<file path="src/verilog/trace_pkg.sv">
/*
 * Instruction trace unit shared definitions
 * Format classes, access flags, the trace record, RV32 major opcodes
 * and the register map of the control block
 */
package trace_pkg;

  // Encoding class of a retired instruction
  typedef enum logic [3:0] {
    FMT_R       = 4'd0,
    FMT_I       = 4'd1,
    FMT_S       = 4'd2,
    FMT_B       = 4'd3,
    FMT_U       = 4'd4,
    FMT_J       = 4'd5,
    FMT_SYS     = 4'd6,
    FMT_C       = 4'd7,
    FMT_INVALID = 4'd8
  } trace_fmt_e;

  // One filter bit per format class
  localparam int unsigned TRACE_FMT_NUM = 9;

  // Operands touched by the instruction
  typedef struct packed {
    logic rs1;
    logic rs2;
    logic rd;
    logic mem;
  } trace_access_t;

  typedef struct packed {
    logic [31:0]   cycle;
    logic [31:0]   pc;
    logic [31:0]   insn;        // upper half zero when compressed
    trace_fmt_e    fmt;
    trace_access_t access;
    logic [31:0]   value;       // immediate, target or CSR address
    logic          compressed;
  } trace_rec_t;

  // RV32 base major opcodes
  localparam logic [6:0] OPC_LUI      = 7'b0110111;
  localparam logic [6:0] OPC_AUIPC    = 7'b0010111;
  localparam logic [6:0] OPC_JAL      = 7'b1101111;
  localparam logic [6:0] OPC_JALR     = 7'b1100111;
  localparam logic [6:0] OPC_BRANCH   = 7'b1100011;
  localparam logic [6:0] OPC_LOAD     = 7'b0000011;
  localparam logic [6:0] OPC_STORE    = 7'b0100011;
  localparam logic [6:0] OPC_OPIMM    = 7'b0010011;
  localparam logic [6:0] OPC_OP       = 7'b0110011;
  localparam logic [6:0] OPC_SYSTEM   = 7'b1110011;
  localparam logic [6:0] OPC_MISC_MEM = 7'b0001111;

  // Register map, word offsets
  localparam logic [1:0] REG_CTRL   = 2'd0;
  localparam logic [1:0] REG_STATUS = 2'd1;
  localparam logic [1:0] REG_CYCLE  = 2'd2;

  // Control register layout: enable at bit 0, filter mask from here up
  localparam int unsigned CTRL_MASK_LSB = 8;

endpackage

</file>
<file path="src/verilog/trace_cfg_if.sv">
/*
 * Trace configuration and status link
 * Carries enable, filter mask and cycle count out of the register
 * block and the drop pulse back from the record buffer
 */
interface trace_cfg_if;

  logic                                   enable;
  logic [trace_pkg::TRACE_FMT_NUM-1:0]    fmt_mask;
  logic [31:0]                            cycle;
  logic                                   drop_pulse;

  modport regs (
    output enable,
    output fmt_mask,
    output cycle,
    input  drop_pulse
  );

  modport buffer (
    input  enable,
    input  fmt_mask,
    output drop_pulse
  );

  // Decoder only needs the time stamp
  modport stamp (
    input  cycle
  );

endinterface

</file>
<file path="src/verilog/trace_buffer.sv">
/*
 * Trace record buffer
 * Filters records by enable and format mask, queues them in a circular
 * FIFO and reports every accepted record lost to a full FIFO
 */
module trace_buffer #(
  parameter int unsigned DEPTH = 4
) (
  input  logic                  clk_i,
  input  logic                  rst_ni,
  input  logic                  push,
  input  trace_pkg::trace_rec_t rec_in,
  trace_cfg_if.buffer           cfg,
  output logic                  trace_valid,
  output trace_pkg::trace_rec_t trace_rec,
  input  logic                  trace_ready
);

  // DEPTH is a power of two, pointers wrap on their own
  localparam int unsigned AW = $clog2(DEPTH);

  trace_pkg::trace_rec_t mem [DEPTH];

  logic [AW-1:0] wr_ptr;
  logic [AW-1:0] rd_ptr;
  logic [AW:0]   count;
  logic          accept;
  logic          full;
  logic          pop;
  logic          wr_en;

  assign accept = push & cfg.enable & cfg.fmt_mask[rec_in.fmt];
  assign full   = (count == (AW + 1)'(DEPTH));
  assign pop    = trace_valid & trace_ready;

  // A pop in the same cycle frees the slot for the incoming record
  assign wr_en  = accept & (~full | pop);

  assign cfg.drop_pulse = accept & full & ~pop;

  assign trace_valid = (count != '0);
  assign trace_rec   = mem[rd_ptr];

  always_ff @(posedge clk_i or negedge rst_ni) begin
    if (!rst_ni) begin
      wr_ptr <= '0;
      rd_ptr <= '0;
      count  <= '0;
    end else begin
      if (wr_en) begin
        wr_ptr <= wr_ptr + 1'b1;
      end
      if (pop) begin
        rd_ptr <= rd_ptr + 1'b1;
      end
      if (wr_en && !pop) begin
        count <= count + 1'b1;
      end else if (pop && !wr_en) begin
        count <= count - 1'b1;
      end
    end
  end

  always_ff @(posedge clk_i) begin
    if (wr_en) begin
      mem[wr_ptr] <= rec_in;
    end
  end

endmodule

</file>
<file path="src/verilog/trace_csr_regs.sv">
/*
 * Trace control registers on a Wishbone classic slave
 * Holds enable and filter mask, the saturating drop count and the
 * free-running cycle counter
 */
module trace_csr_regs (
  input  logic        clk_i,
  input  logic        rst_ni,
  input  logic        wb_cyc,
  input  logic        wb_stb,
  input  logic        wb_we,
  input  logic [1:0]  wb_adr,
  input  logic [31:0] wb_dat_w,
  output logic [31:0] wb_dat_r,
  output logic        wb_ack,
  trace_cfg_if.regs   cfg
);

  localparam int unsigned MASK_MSB = trace_pkg::CTRL_MASK_LSB + trace_pkg::TRACE_FMT_NUM - 1;

  logic        access;
  logic        wr_ctrl;
  logic        wr_status;
  logic [15:0] drop_cnt;
  logic [31:0] ctrl_word;
  logic [31:0] rd_data;

  // Registered once per strobe, ack blocks the following cycle
  assign access    = wb_cyc & wb_stb & ~wb_ack;
  assign wr_ctrl   = access & wb_we & (wb_adr == trace_pkg::REG_CTRL);
  assign wr_status = access & wb_we & (wb_adr == trace_pkg::REG_STATUS);

  always_comb begin
    ctrl_word                                   = '0;
    ctrl_word[0]                                = cfg.enable;
    ctrl_word[MASK_MSB:trace_pkg::CTRL_MASK_LSB] = cfg.fmt_mask;
  end

  always_comb begin
    case (wb_adr)
      trace_pkg::REG_CTRL:   rd_data = ctrl_word;
      trace_pkg::REG_STATUS: rd_data = {16'b0, drop_cnt};
      trace_pkg::REG_CYCLE:  rd_data = cfg.cycle;
      default:               rd_data = '0;
    endcase
  end

  always_ff @(posedge clk_i or negedge rst_ni) begin
    if (!rst_ni) begin
      wb_ack       <= 1'b0;
      cfg.enable   <= 1'b0;
      cfg.fmt_mask <= '1;
    end else begin
      wb_ack <= access;
      if (wr_ctrl) begin
        cfg.enable   <= wb_dat_w[0];
        cfg.fmt_mask <= wb_dat_w[MASK_MSB:trace_pkg::CTRL_MASK_LSB];
      end
    end
  end

  always_ff @(posedge clk_i) begin
    if (access) begin
      wb_dat_r <= rd_data;
    end
  end

  // Drop count, a clear takes priority over a new drop
  always_ff @(posedge clk_i or negedge rst_ni) begin
    if (!rst_ni) begin
      drop_cnt <= '0;
    end else if (wr_status) begin
      drop_cnt <= '0;
    end else if (cfg.drop_pulse && drop_cnt != '1) begin
      drop_cnt <= drop_cnt + 1'b1;
    end
  end

  always_ff @(posedge clk_i or negedge rst_ni) begin
    if (!rst_ni) begin
      cfg.cycle <= '0;
    end else begin
      cfg.cycle <= cfg.cycle + 1'b1;
    end
  end

endmodule

</file>
<file path="src/verilog/trace_decoder.sv">
/*
 * Trace decoder
 * Classifies a retired instruction by encoding format, derives the
 * operand access mask and the per-format value, stamps the record
 */
module trace_decoder (
  input  logic [31:0]           insn,
  input  logic [31:0]           pc,
  input  logic [31:0]           pc_next,
  trace_cfg_if.stamp            cfg,
  output trace_pkg::trace_rec_t rec
);

  logic [6:0]  opcode;
  logic [2:0]  funct3;
  logic [31:0] imm_i;
  logic [31:0] imm_s;
  logic [31:0] imm_b;
  logic [31:0] imm_u;
  logic [31:0] csr_addr;
  logic        is_compressed;

  assign opcode = insn[6:0];
  assign funct3 = insn[14:12];

  // Immediates of the base formats
  assign imm_i = {{20{insn[31]}}, insn[31:20]};
  assign imm_s = {{20{insn[31]}}, insn[31:25], insn[11:7]};
  assign imm_b = {{19{insn[31]}}, insn[31], insn[7], insn[30:25], insn[11:8], 1'b0};
  assign imm_u = {12'b0, insn[31:12]};

  assign csr_addr = {20'b0, insn[31:20]};

  // Anything without 11 in the low bits is a 16-bit encoding
  assign is_compressed = (insn[1:0] != 2'b11);

  always_comb begin
    rec.cycle      = cfg.cycle;
    rec.pc         = pc;
    rec.insn       = insn;
    rec.fmt        = trace_pkg::FMT_INVALID;
    rec.access     = '0;
    rec.value      = '0;
    rec.compressed = 1'b0;

    if (is_compressed) begin
      // No operand decoding for the C extension
      rec.insn       = {16'b0, insn[15:0]};
      rec.fmt        = trace_pkg::FMT_C;
      rec.compressed = 1'b1;
    end else begin
      case (opcode)
        trace_pkg::OPC_OP: begin
          rec.fmt        = trace_pkg::FMT_R;
          rec.access.rs1 = 1'b1;
          rec.access.rs2 = 1'b1;
          rec.access.rd  = 1'b1;
        end
        trace_pkg::OPC_OPIMM,
        trace_pkg::OPC_JALR: begin
          rec.fmt        = trace_pkg::FMT_I;
          rec.access.rs1 = 1'b1;
          rec.access.rd  = 1'b1;
          rec.value      = imm_i;
        end
        trace_pkg::OPC_LOAD: begin
          rec.fmt        = trace_pkg::FMT_I;
          rec.access.rs1 = 1'b1;
          rec.access.rd  = 1'b1;
          rec.access.mem = 1'b1;
          rec.value      = imm_i;
        end
        trace_pkg::OPC_STORE: begin
          rec.fmt        = trace_pkg::FMT_S;
          rec.access.rs1 = 1'b1;
          rec.access.rs2 = 1'b1;
          rec.access.mem = 1'b1;
          rec.value      = imm_s;
        end
        trace_pkg::OPC_BRANCH: begin
          // Taken target, pc_next may be the fall-through address
          rec.fmt        = trace_pkg::FMT_B;
          rec.access.rs1 = 1'b1;
          rec.access.rs2 = 1'b1;
          rec.value      = pc + imm_b;
        end
        trace_pkg::OPC_LUI,
        trace_pkg::OPC_AUIPC: begin
          rec.fmt       = trace_pkg::FMT_U;
          rec.access.rd = 1'b1;
          rec.value     = imm_u;
        end
        trace_pkg::OPC_JAL: begin
          rec.fmt       = trace_pkg::FMT_J;
          rec.access.rd = 1'b1;
          rec.value     = pc_next;
        end
        trace_pkg::OPC_SYSTEM: begin
          rec.fmt = trace_pkg::FMT_SYS;
          if (funct3 != 3'b000) begin
            // CSR access, funct3[2] selects the immediate variants
            rec.access.rd  = 1'b1;
            rec.access.rs1 = ~funct3[2];
            rec.value      = csr_addr;
          end
        end
        trace_pkg::OPC_MISC_MEM: begin
          rec.fmt = trace_pkg::FMT_SYS;
        end
        default: begin
          rec.fmt = trace_pkg::FMT_INVALID;
        end
      endcase
    end
  end

endmodule

</file>
<file path="src/verilog/trace_unit.sv">
/*
 * Instruction trace unit top level
 * Decodes retirements into stamped records, buffers them onto a
 * ready/valid stream and exposes control over Wishbone
 */
module trace_unit #(
  parameter int unsigned BUF_DEPTH = 4
) (
  input  logic                  clk_i,
  input  logic                  rst_ni,

  // Core retirement port
  input  logic                  rvfi_valid,
  input  logic [31:0]           rvfi_insn,
  input  logic [31:0]           rvfi_pc_rdata,
  input  logic [31:0]           rvfi_pc_wdata,

  // Record stream
  output logic                  trace_valid,
  output trace_pkg::trace_rec_t trace_rec,
  input  logic                  trace_ready,

  // Wishbone classic slave
  input  logic                  wb_cyc,
  input  logic                  wb_stb,
  input  logic                  wb_we,
  input  logic [1:0]            wb_adr,
  input  logic [31:0]           wb_dat_w,
  output logic [31:0]           wb_dat_r,
  output logic                  wb_ack
);

  trace_pkg::trace_rec_t dec_rec;

  trace_cfg_if cfg_if ();

  trace_decoder u_decoder (
    .insn    (rvfi_insn),
    .pc      (rvfi_pc_rdata),
    .pc_next (rvfi_pc_wdata),
    .cfg     (cfg_if.stamp),
    .rec     (dec_rec)
  );

  trace_buffer #(
    .DEPTH (BUF_DEPTH)
  ) u_buffer (
    .clk_i       (clk_i),
    .rst_ni      (rst_ni),
    .push        (rvfi_valid),
    .rec_in      (dec_rec),
    .cfg         (cfg_if.buffer),
    .trace_valid (trace_valid),
    .trace_rec   (trace_rec),
    .trace_ready (trace_ready)
  );

  trace_csr_regs u_regs (
    .clk_i    (clk_i),
    .rst_ni   (rst_ni),
    .wb_cyc   (wb_cyc),
    .wb_stb   (wb_stb),
    .wb_we    (wb_we),
    .wb_adr   (wb_adr),
    .wb_dat_w (wb_dat_w),
    .wb_dat_r (wb_dat_r),
    .wb_ack   (wb_ack),
    .cfg      (cfg_if.regs)
  );

endmodule
</file>
<file path="config.mk">
export PLATFORM = sky130hd
export DESIGN_NAME = trace_unit
export DESIGN_NICKNAME = d
export VERILOG_FILES = /design/src/verilog/trace_pkg.sv /design/src/verilog/trace_cfg_if.sv /design/src/verilog/trace_buffer.sv /design/src/verilog/trace_csr_regs.sv /design/src/verilog/trace_decoder.sv /design/src/verilog/trace_unit.sv
export SDC_FILE = /design/constraint.sdc
export NUM_CORES = 1
export LEC_CHECK = 0
export CAP_MARGIN = 20
export CORE_MARGIN = 5
export CORE_UTILIZATION = 55
export CTS_CLUSTER_SIZE = 30
export DETAILED_ROUTE_END_ITERATION = 10
export DONT_BUFFER_PORTS = 1
export HOLD_SLACK_MARGIN = 0.1
export PLACE_DENSITY = 0.7
export SKIP_LAST_GASP = 1
export SYNTH_ARGS = -nofsm -noshare
export SYNTH_HDL_FRONTEND = slang
export SYNTH_SLANG_ARGS = --single-unit
export TNS_END_PERCENT = 5
</file>
<file path="constraint.sdc">
create_clock -name clk_i -period 13.1 [get_ports clk_i]
set_input_delay 1.965 -clock clk_i [delete_from_list [all_inputs] [get_ports clk_i]]
set_output_delay 1.965 -clock clk_i [all_outputs]
set_load 0.05 [all_outputs]
</file>
==> results by group, run 1 <==
Run status
  – Status: finished, final reports clean

Run
  – Number of max-cap violations: 0

Synth
  – Post-synth EDFFs: 580
  – Post-synthesis cell type with the largest combined area: sky130_fd_sc_hd__edfxtp_1
  – Async SR Flop Fraction: 10.2%
  – Complex-gate fraction of the synthesized area: 5.34%
  – Xor/xnor share of the synthesized area: 2.19%
  – Combinational family with the most area after synthesis: multiplexers
  – Unique cell type count in the Yosys netlist: 73
  – Share of the synthesized area in the top cell type: 65.1%
  – Synth Flop Type: sky130_fd_sc_hd__edfxtp_1
  – Simple-gate share of the synthesized area: 5.23%
  – Synthesized flop and latch total: 646
  – Number of cells produced by synthesis: 1477
  – Synthesized-area fraction occupied by adder cells: 1.88%
  – Total nets after synthesis: 1653
  – Fraction of synthesized area in multiplexers: 12.8%
  – Most area-consuming cells after synthesis: sky130_fd_sc_hd__edfxtp_1 (65%), sky130_fd_sc_hd__mux4_2 (12%), sky130_fd_sc_hd__dfrtp_1 (5.3%), sky130_fd_sc_hd__ha_1 (1.7%), sky130_fd_sc_hd__xnor2_1 (1.4%)
  – Share of synthesized area occupied by flip-flops and latches: 71.4%
  – Total number of yosys warnings: 0
  – Synthesized cell area: 26700 um^2
  – Average footprint of a synthesized cell: 18.1 um^2

Route
  – Routed len/inst: 27.2 um
  – WL final: 59000 um
  – DRC violation total after the first TritonRoute iteration: 1216
  – Number of vias after detailed routing: 14000
  – Remaining design rule violation count: 0
  – Count of antenna-violating nets left after detailed routing: 0
  – Initial DRT Pass Iterations: 7
  – Via/cell ratio: 6.44

Timing
  – Post-Route Setup TNS: 0 ns
  – RSZ-0062 raised after global routing: false
  – Final setup skew: 0.0291 ns
  – Max transition margin: 27.6%
  – Hold Fails Final Rpt: 0
  – Max-slew violations: 0
  – Portion of the clock cycle consumed by the worst path in the final layout: 42.2%
  – Final critical delay including setup and external delays: 5.52 ns
  – Fin Hold WS: 0.483 ns
  – Total of endpoints with negative setup slack in the final report: 0
  – Worst Max-Slew Pin Slew: 1.07 ns
  – Maximum operating frequency: 0.181 GHz

Global route
  – Number of antenna violations at the first check in global routing: 1
  – Number of global-route vias before repair: 14200
  – Wire length of the first global-routing pass: 89900 um
  – Total routing resource utilization after global routing: 22.3%
  – Maximum number of pins on one net before global-route repair: 104
  – Total grt overflow: 0

Die
  – Core region area: 47900 um^2
  – Horizontal extent of the die: 230 um
  – Initial Util: 55.8%
  – Area of the die: 53100 um^2
  – Cell Rows: 80
  – Vertical die dimension: 230 um
  – Ports placed on the boundary: 308

Clock tree
  – Clk Tree Root Cell: sky130_fd_sc_hd__clkbuf_16
  – Buffers from clock root to sink, at most: 3
  – Number of buffers added for setup after CTS: 0
  – CTS Buf Count: 67
  – Clock transition time at the flip-flop clock pins of the worst setup and hold paths: 0.06 ns
  – Number of buffers inserted for hold repair after clock tree synthesis: 0
  – Worst skew pair latency: 0.61 ns
  – # H-tree levels: 3
  – CTS sink count: 646
  – Number of cells upsized or downsized after cts: 0
  – Clock tree from TritonCTS: built

Setup path
  – CP arrival: 3.56 ns
  – Crit-path max FO: 62
  – Critical Path Sink Type: primary output
  – Required time reported for the critical path endpoint: 11.14 ns
  – Register-to-register path setup slack: 9.47 ns
  – Path type of the worst setup path: flip-flop to primary output
  – Startpoint class of the critical path: flip-flop

Finish
  – Layout fillers: 3327
  – Area growth, synth to finish: 11.1%
  – Layout cells sized above 1: 19.9%
  – Net count reported at finish: 1678
  – Most common library cell in the layout ignoring fill and taps: sky130_fd_sc_hd__edfxtp_1
  – Most frequent cells in the layout: sky130_fd_sc_hd__edfxtp_1 (580), sky130_fd_sc_hd__mux4_2 (137), sky130_fd_sc_hd__clkbuf_16 (69)

Worst hold path
  – Tightest Hold Check Type: flip-flop to flip-flop

Placement
  – Weighted congestion at the end of routability-driven global placement: 0.819
  – HPWL Detailed: 37000 um
  – Port-buffer cells: 0

Power
  – Peak supply drop: 0.000126 V
  – Pleak: 10.1 nW
  – Power density over the cells: 207 nW/um^2
path summary, 6_finish.rpt:
kind	from	to	depth (start not counted)
worst min-delay path	u_buffer.count[2]$_DFFE_PN0P_	u_buffer.count[2]$_DFFE_PN0P_	1
worst max register to register	u_regs.cfg.fmt_mask[5]$_DFFE_PN1P_	u_buffer.mem[3][25]$_DFFE_PP_	7
worst min register to register	u_buffer.count[2]$_DFFE_PN0P_	u_buffer.count[2]$_DFFE_PN0P_	1
max in group asynchronous	rst_ni	u_regs.cfg.fmt_mask[5]$_DFFE_PN1P_	0
min in group asynchronous	rst_ni	u_regs.cfg.cycle[20]$_DFF_PN0_	0
worst max-delay path	u_buffer.rd_ptr[1]$_DFFE_PN0P_	trace_rec[112]	3
kinds of logic (layout without fill, tap and decap cells):
logic type / count (synthesis) / count (layout)
AO/OA/AOI/OAI: 205 / 205
XOR/XNOR: 67 / 67
adder cells (fa/ha/maj): 39 / 39
buffers and inverters: 83 / 157
flip-flops: 646 / 646
multiplexers: 168 / 168
other: 0 / 1
AND/OR/NAND/NOR: 269 / 269
worst max-delay path, stage by stage, from the launching register on:
cell and delay (ns):
sky130_fd_sc_hd__dfrtp_4 0.66, sky130_fd_sc_hd__buf_4 0.67, sky130_fd_sc_hd__buf_4 0.85, sky130_fd_sc_hd__mux4_2 0.61
Yosys cell counts, types with 4 or more instances:
master,number
sky130_fd_sc_hd__a221oi_1,10
sky130_fd_sc_hd__buf_2,7
sky130_fd_sc_hd__o21bai_1,9
sky130_fd_sc_hd__o21ai_0,47
sky130_fd_sc_hd__o211ai_1,4
sky130_fd_sc_hd__nand2_1,60
sky130_fd_sc_hd__nand3_1,29
sky130_fd_sc_hd__mux4_2,137
sky130_fd_sc_hd__xor2_1,24
sky130_fd_sc_hd__nor2_1,52
sky130_fd_sc_hd__nand4_1,20
sky130_fd_sc_hd__and4_1,5
sky130_fd_sc_hd__buf_1,16
sky130_fd_sc_hd__xnor2_1,43
sky130_fd_sc_hd__nand2b_1,4
sky130_fd_sc_hd__mux2i_1,16
sky130_fd_sc_hd__a21oi_1,47
sky130_fd_sc_hd__a211oi_1,10
sky130_fd_sc_hd__clkbuf_1,40
sky130_fd_sc_hd__or3_1,6
sky130_fd_sc_hd__and3_1,30
sky130_fd_sc_hd__or2_2,6
sky130_fd_sc_hd__dfrtp_1,57
sky130_fd_sc_hd__nand3b_1,5
sky130_fd_sc_hd__nor3_1,8
sky130_fd_sc_hd__a22oi_1,4
sky130_fd_sc_hd__a211o_1,6
sky130_fd_sc_hd__mux2_2,14
sky130_fd_sc_hd__a22o_1,7
sky130_fd_sc_hd__inv_1,18
sky130_fd_sc_hd__nor2b_1,6
sky130_fd_sc_hd__ha_1,37
sky130_fd_sc_hd__edfxtp_1,580
sky130_fd_sc_hd__a31oi_1,4
sky130_fd_sc_hd__and2_1,25
sky130_fd_sc_hd__dfstp_2,9
sky130_fd_sc_hd__a222oi_1,9
sky130_fd_sc_hd__a21o_1,16
layer usage:
metal  up-vias  track usage [%]  part of all wire [%]
li1       6052                -                     -
met1      7246             29.5                    38
met2       576             37.0                    51
met3        85             5.64                   8.8
met4         0             7.19                   2.5
met5         -                0                     0
state kept, by name, indices dropped and copies added, names as in the netlist:
signal / count
u_regs.drop_cnt: 16
u_buffer.mem: 548
u_buffer.count: 3
u_regs.wb_ack: 1
u_regs.cfg.enable: 1
u_buffer.rd_ptr: 2
u_regs.wb_dat_r: 32
u_regs.cfg.cycle: 32
u_buffer.wr_ptr: 2
u_regs.cfg.fmt_mask: 9
cell type report:
cell class | count | area, um^2 | area share, %
well taps | 615 | 769 | 2.59
diodes | 1 | 2.50 | 0.00842
repair buffers | 20 | 183 | 0.615
clock buffers | 83 | 1820 | 6.12
clock inverters | 35 | 408 | 1.37
multi-input cells | 748 | 7360 | 24.8
flip-flops and latches | 646 | 19100 | 64.3
inverters | 19 | 73.8 | 0.249
through the flow:
| step | power, W | area (um^2) | utilization (%) | cells | worst slack (ns) |
|---|---|---|---|---|---|
| 5_1_grt | 0.00638 | 29700 | 61.9 | 2166 | 7.41 |
| 4_1_cts | 0.00623 | 29700 | 61.9 | 2164 | 7.47 |
| 3_5_place_dp | 0.00432 | 27400 | 57.2 | 2046 | 7.25 |
| 3_3_place_gp | 0.00431 | 27400 | 57.2 | 2046 | 7.27 |
| 6_report | 0.00616 | 29700 | 62.0 | 2167 | 7.58 |
| 2_1_floorplan | 0.00405 | 26700 | - | 1477 | 5.77 |
where the power goes:
group / internal [W] / switching [W] / total, W
sequential: 0.00235 / 0.0000984 / 0.00244
clock: 0.00115 / 0.000765 / 0.00191
combinational: 0.000477 / 0.00133 / 0.00180
total: 0.00397 / 0.00219 / 0.00616
Note: power is estimated with default switching activity, not from simulation.
==> run 2, diff against run 1 <==
clock period = 5.5 ns   (was 13.1 ns; I/O delays follow)
==> run 2 against run 1 <==
Register-to-register slack worse by 7.0 ns; core utilization increased by 0.081 points; largest cell class unchanged; total power is 140% higher; hold slack got worse by 0.15 ns; final cell count rose by 0.32%; clock skew fell by 0.013 ns; flip-flop and latch count unchanged; via count decreased by 0.62%; sequential power rose by 140%.
==> results by group, run 2 (synthesis results as in run 1) <==
Run status
  – Status: finished, final reports clean (unchanged)

Setup path
  – Path type of the worst setup path: flip-flop to primary output (unchanged)
  – Startpoint class of the critical path: flip-flop (unchanged)
  – Crit-path max FO: 48 (was 62)
  – Number of cell instances on the worst register-to-register path: 7 (unchanged)
  – Required time reported for the critical path endpoint: 4.68 ns (was 11.14 ns)
  – CP arrival: 2.92 ns (was 3.56 ns)
  – Critical Path Sink Type: primary output (unchanged)

Power
  – Peak supply drop: 0.000372 V (was 0.000126 V)
  – Power density over the cells: 488 nW/um^2 (was 207 nW/um^2)
  – Final Power: 0.0145 W (was 0.00616 W)
  – Pleak: 10.1 nW (about the same)

Die
  – Ports placed on the boundary: 308 (unchanged)
  – Cell Rows: 80 (unchanged)
  – Vertical die dimension: 230 um (unchanged)
  – Area of the die: 53100 um^2 (unchanged)
  – Core region area: 47900 um^2 (unchanged)
  – Initial Util: 55.8% (unchanged)
  – Horizontal extent of the die: 230 um (unchanged)

Placement
  – Port-buffer cells: 0 (unchanged)
  – Weighted congestion at the end of routability-driven global placement: 0.851 (was 0.819)
  – Pre-CTS setup slack: 1.35 ns (was 7.25 ns)
  – HPWL Detailed: 37800 um (was 37000 um)
  – Placed cell areas: 27600 um^2 (was 27400 um^2)

Clock tree
  – Number of buffers inserted for hold repair after clock tree synthesis: 2 (was 0)
  – CTS Buf Count: 66 (was 67)
  – CTS sink count: 646 (unchanged)
  – Buffers from clock root to sink, at most: 3 (unchanged)
  – Number of buffers added for setup after CTS: 0 (unchanged)
  – Worst skew pair latency: 0.59 ns (was 0.61 ns)
  – # H-tree levels: 3 (unchanged)
  – Number of cells upsized or downsized after cts: 0 (unchanged)
  – Clock transition time at the flip-flop clock pins of the worst setup and hold paths: 0.06 ns (about the same)
  – Clock tree from TritonCTS: built (unchanged)
  – Clk Tree Root Cell: sky130_fd_sc_hd__clkbuf_16 (unchanged)

Finish
  – Max reg flops: 548 (unchanged)
  – Most common library cell in the layout ignoring fill and taps: sky130_fd_sc_hd__edfxtp_1 (unchanged)
  – Net count reported at finish: 1680 (was 1678)
  – Final cell area excluding filler cells: 29700 um^2 (about the same)
  – Layout cells sized above 1: 19.5% (was 19.9%)
  – Top Registers: u_buffer.mem x548, u_regs.cfg.cycle x32, u_regs.wb_dat_r x32 (unchanged)
  – Area growth, synth to finish: 11.2% (was 11.1%)
  – Layout fillers: 3311 (was 3327)
  – Register with the most flip-flops: u_buffer.mem (unchanged)
  – Most frequent cells in the layout: sky130_fd_sc_hd__edfxtp_1 (580), sky130_fd_sc_hd__mux4_2 (137), sky130_fd_sc_hd__clkbuf_16 (69) (unchanged)

Timing
  – Post-Route Setup TNS: 0 ns (unchanged)
  – Final worst-path setup slack: 1.75 ns (was 7.58 ns)
  – Total of endpoints with negative setup slack in the final report: 0 (unchanged)
  – Final setup skew: 0.0163 ns (was 0.0291 ns)
  – Maximum operating frequency: 0.267 GHz
  – RSZ-0062 raised after global routing: false (unchanged)
  – Portion of the clock cycle consumed by the worst path in the final layout: 68.2%
  – Worst Max-Slew Pin Slew: 1.07 ns (about the same)
  – Max-slew violations: 0 (unchanged)
  – Max transition margin: 27.4% (was 27.6%)
  – Final critical delay including setup and external delays: 3.75 ns
  – Hold Fails Final Rpt: 0 (unchanged)

Run
  – Number of max-cap violations: 0 (unchanged)

Global route
  – Number of global-route vias before repair: 14000 (was 14200)
  – Maximum number of pins on one net before global-route repair: 86 (was 104)
  – Number of antenna violations at the first check in global routing: 2 (was 1)
  – Wire length of the first global-routing pass: 89200 um (was 89900 um)
  – Total grt overflow: 0 (unchanged)
  – Total routing resource utilization after global routing: 22.2% (was 22.3%)

Route
  – WL final: 59500 um (was 59000 um)
  – Remaining design rule violation count: 0 (unchanged)
  – Routed len/inst: 27.4 um (was 27.2 um)
  – Number of vias after detailed routing: 13900 (was 14000)
  – Via/cell ratio: 6.38 (was 6.44)
  – Initial DRT Pass Iterations: 5 (was 7)
  – DRC violation total after the first TritonRoute iteration: 1137 (was 1216)
  – Count of antenna-violating nets left after detailed routing: 0 (unchanged)

Worst hold path
  – Tightest Hold Check Type: input pin to flip-flop (was flip-flop to flip-flop)
  – WHS Path Cells: 0 (was 1)
[run 2: cell count changes in the layout (fill, tap and decap cells not counted), moves of 3 or more]
| cell | delta |
|---|---|
| sky130_fd_sc_hd__buf_12 | +10 |
| sky130_fd_sc_hd__buf_4 | -9 |
| sky130_fd_sc_hd__bufinv_16 | -3 |
| sky130_fd_sc_hd__clkbuf_1 | +10 |
| sky130_fd_sc_hd__diode_2 | +3 |
[run 2: layer usage]
metal	wire (um)	share of wire (%)	GRT usage (%)
met1	23100	39	29.3
met2	29900	50	36.8
met3	5180	8.7	6.40
met4	1280	2.2	6.15
met5	0	0	0
[run 2: path summary, 6_finish.rpt]
path	startpoint	endpoint	slack (ns)
max reg2reg	u_regs.cfg.fmt_mask[4]$_DFFE_PN1P_	u_buffer.mem[0][103]$_DFFE_PP_	2.43
min	rvfi_pc_rdata[31]	u_buffer.mem[0][104]$_DFFE_PP_	0.33
min in group asynchronous	rst_ni	u_regs.wb_ack$_DFF_PN0_	0.78
max	u_buffer.rd_ptr[0]$_DFFE_PN0P_	trace_rec[32]	1.75
max in group asynchronous	rst_ni	u_regs.cfg.fmt_mask[6]$_DFFE_PN1P_	4.37
min reg2reg	u_buffer.count[2]$_DFFE_PN0P_	u_buffer.count[2]$_DFFE_PN0P_	0.49
[run 2: final cells by class]
class	count	area, um^2	area share, %
antenna	4	10.0	0.0337
clock buffer	92	1840	6.20
clock inverter	27	262	0.879
inverter	19	73.8	0.248
multi-input combinational	748	7360	24.8
sequential	646	19100	64.2
tap	615	769	2.59
timing repair buffer	23	337	1.13
[run 2: power breakdown]
| part | total [W] | internal (W) | leakage (nW) | switching [W] |
|---|---|---|---|---|
| logic | 0.00428 | 0.00116 | 2.91 | 0.00312 |
| clock network | 0.00435 | 0.00258 | 1.02 | 0.00177 |
| registers | 0.00589 | 0.00558 | 6.20 | 0.000311 |
| total | 0.0145 | 0.00932 | 10.1 | 0.00520 |
[run 2: through the flow]
stage	std cells	hold slack (ns)	util, %
floorplan	1477	0.449	-
global placement	2048	0.467	57.5
detailed placement	2049	0.478	57.5
CTS	2170	0.290	62.0
global route	2170	0.297	62.0
finish	2174	0.329	62.0
[run 2: critical path: stages (launching register included)]
cell and delay [ns]:
sky130_fd_sc_hd__dfrtp_4 1.04, sky130_fd_sc_hd__buf_12 0.46, sky130_fd_sc_hd__mux4_2 0.76
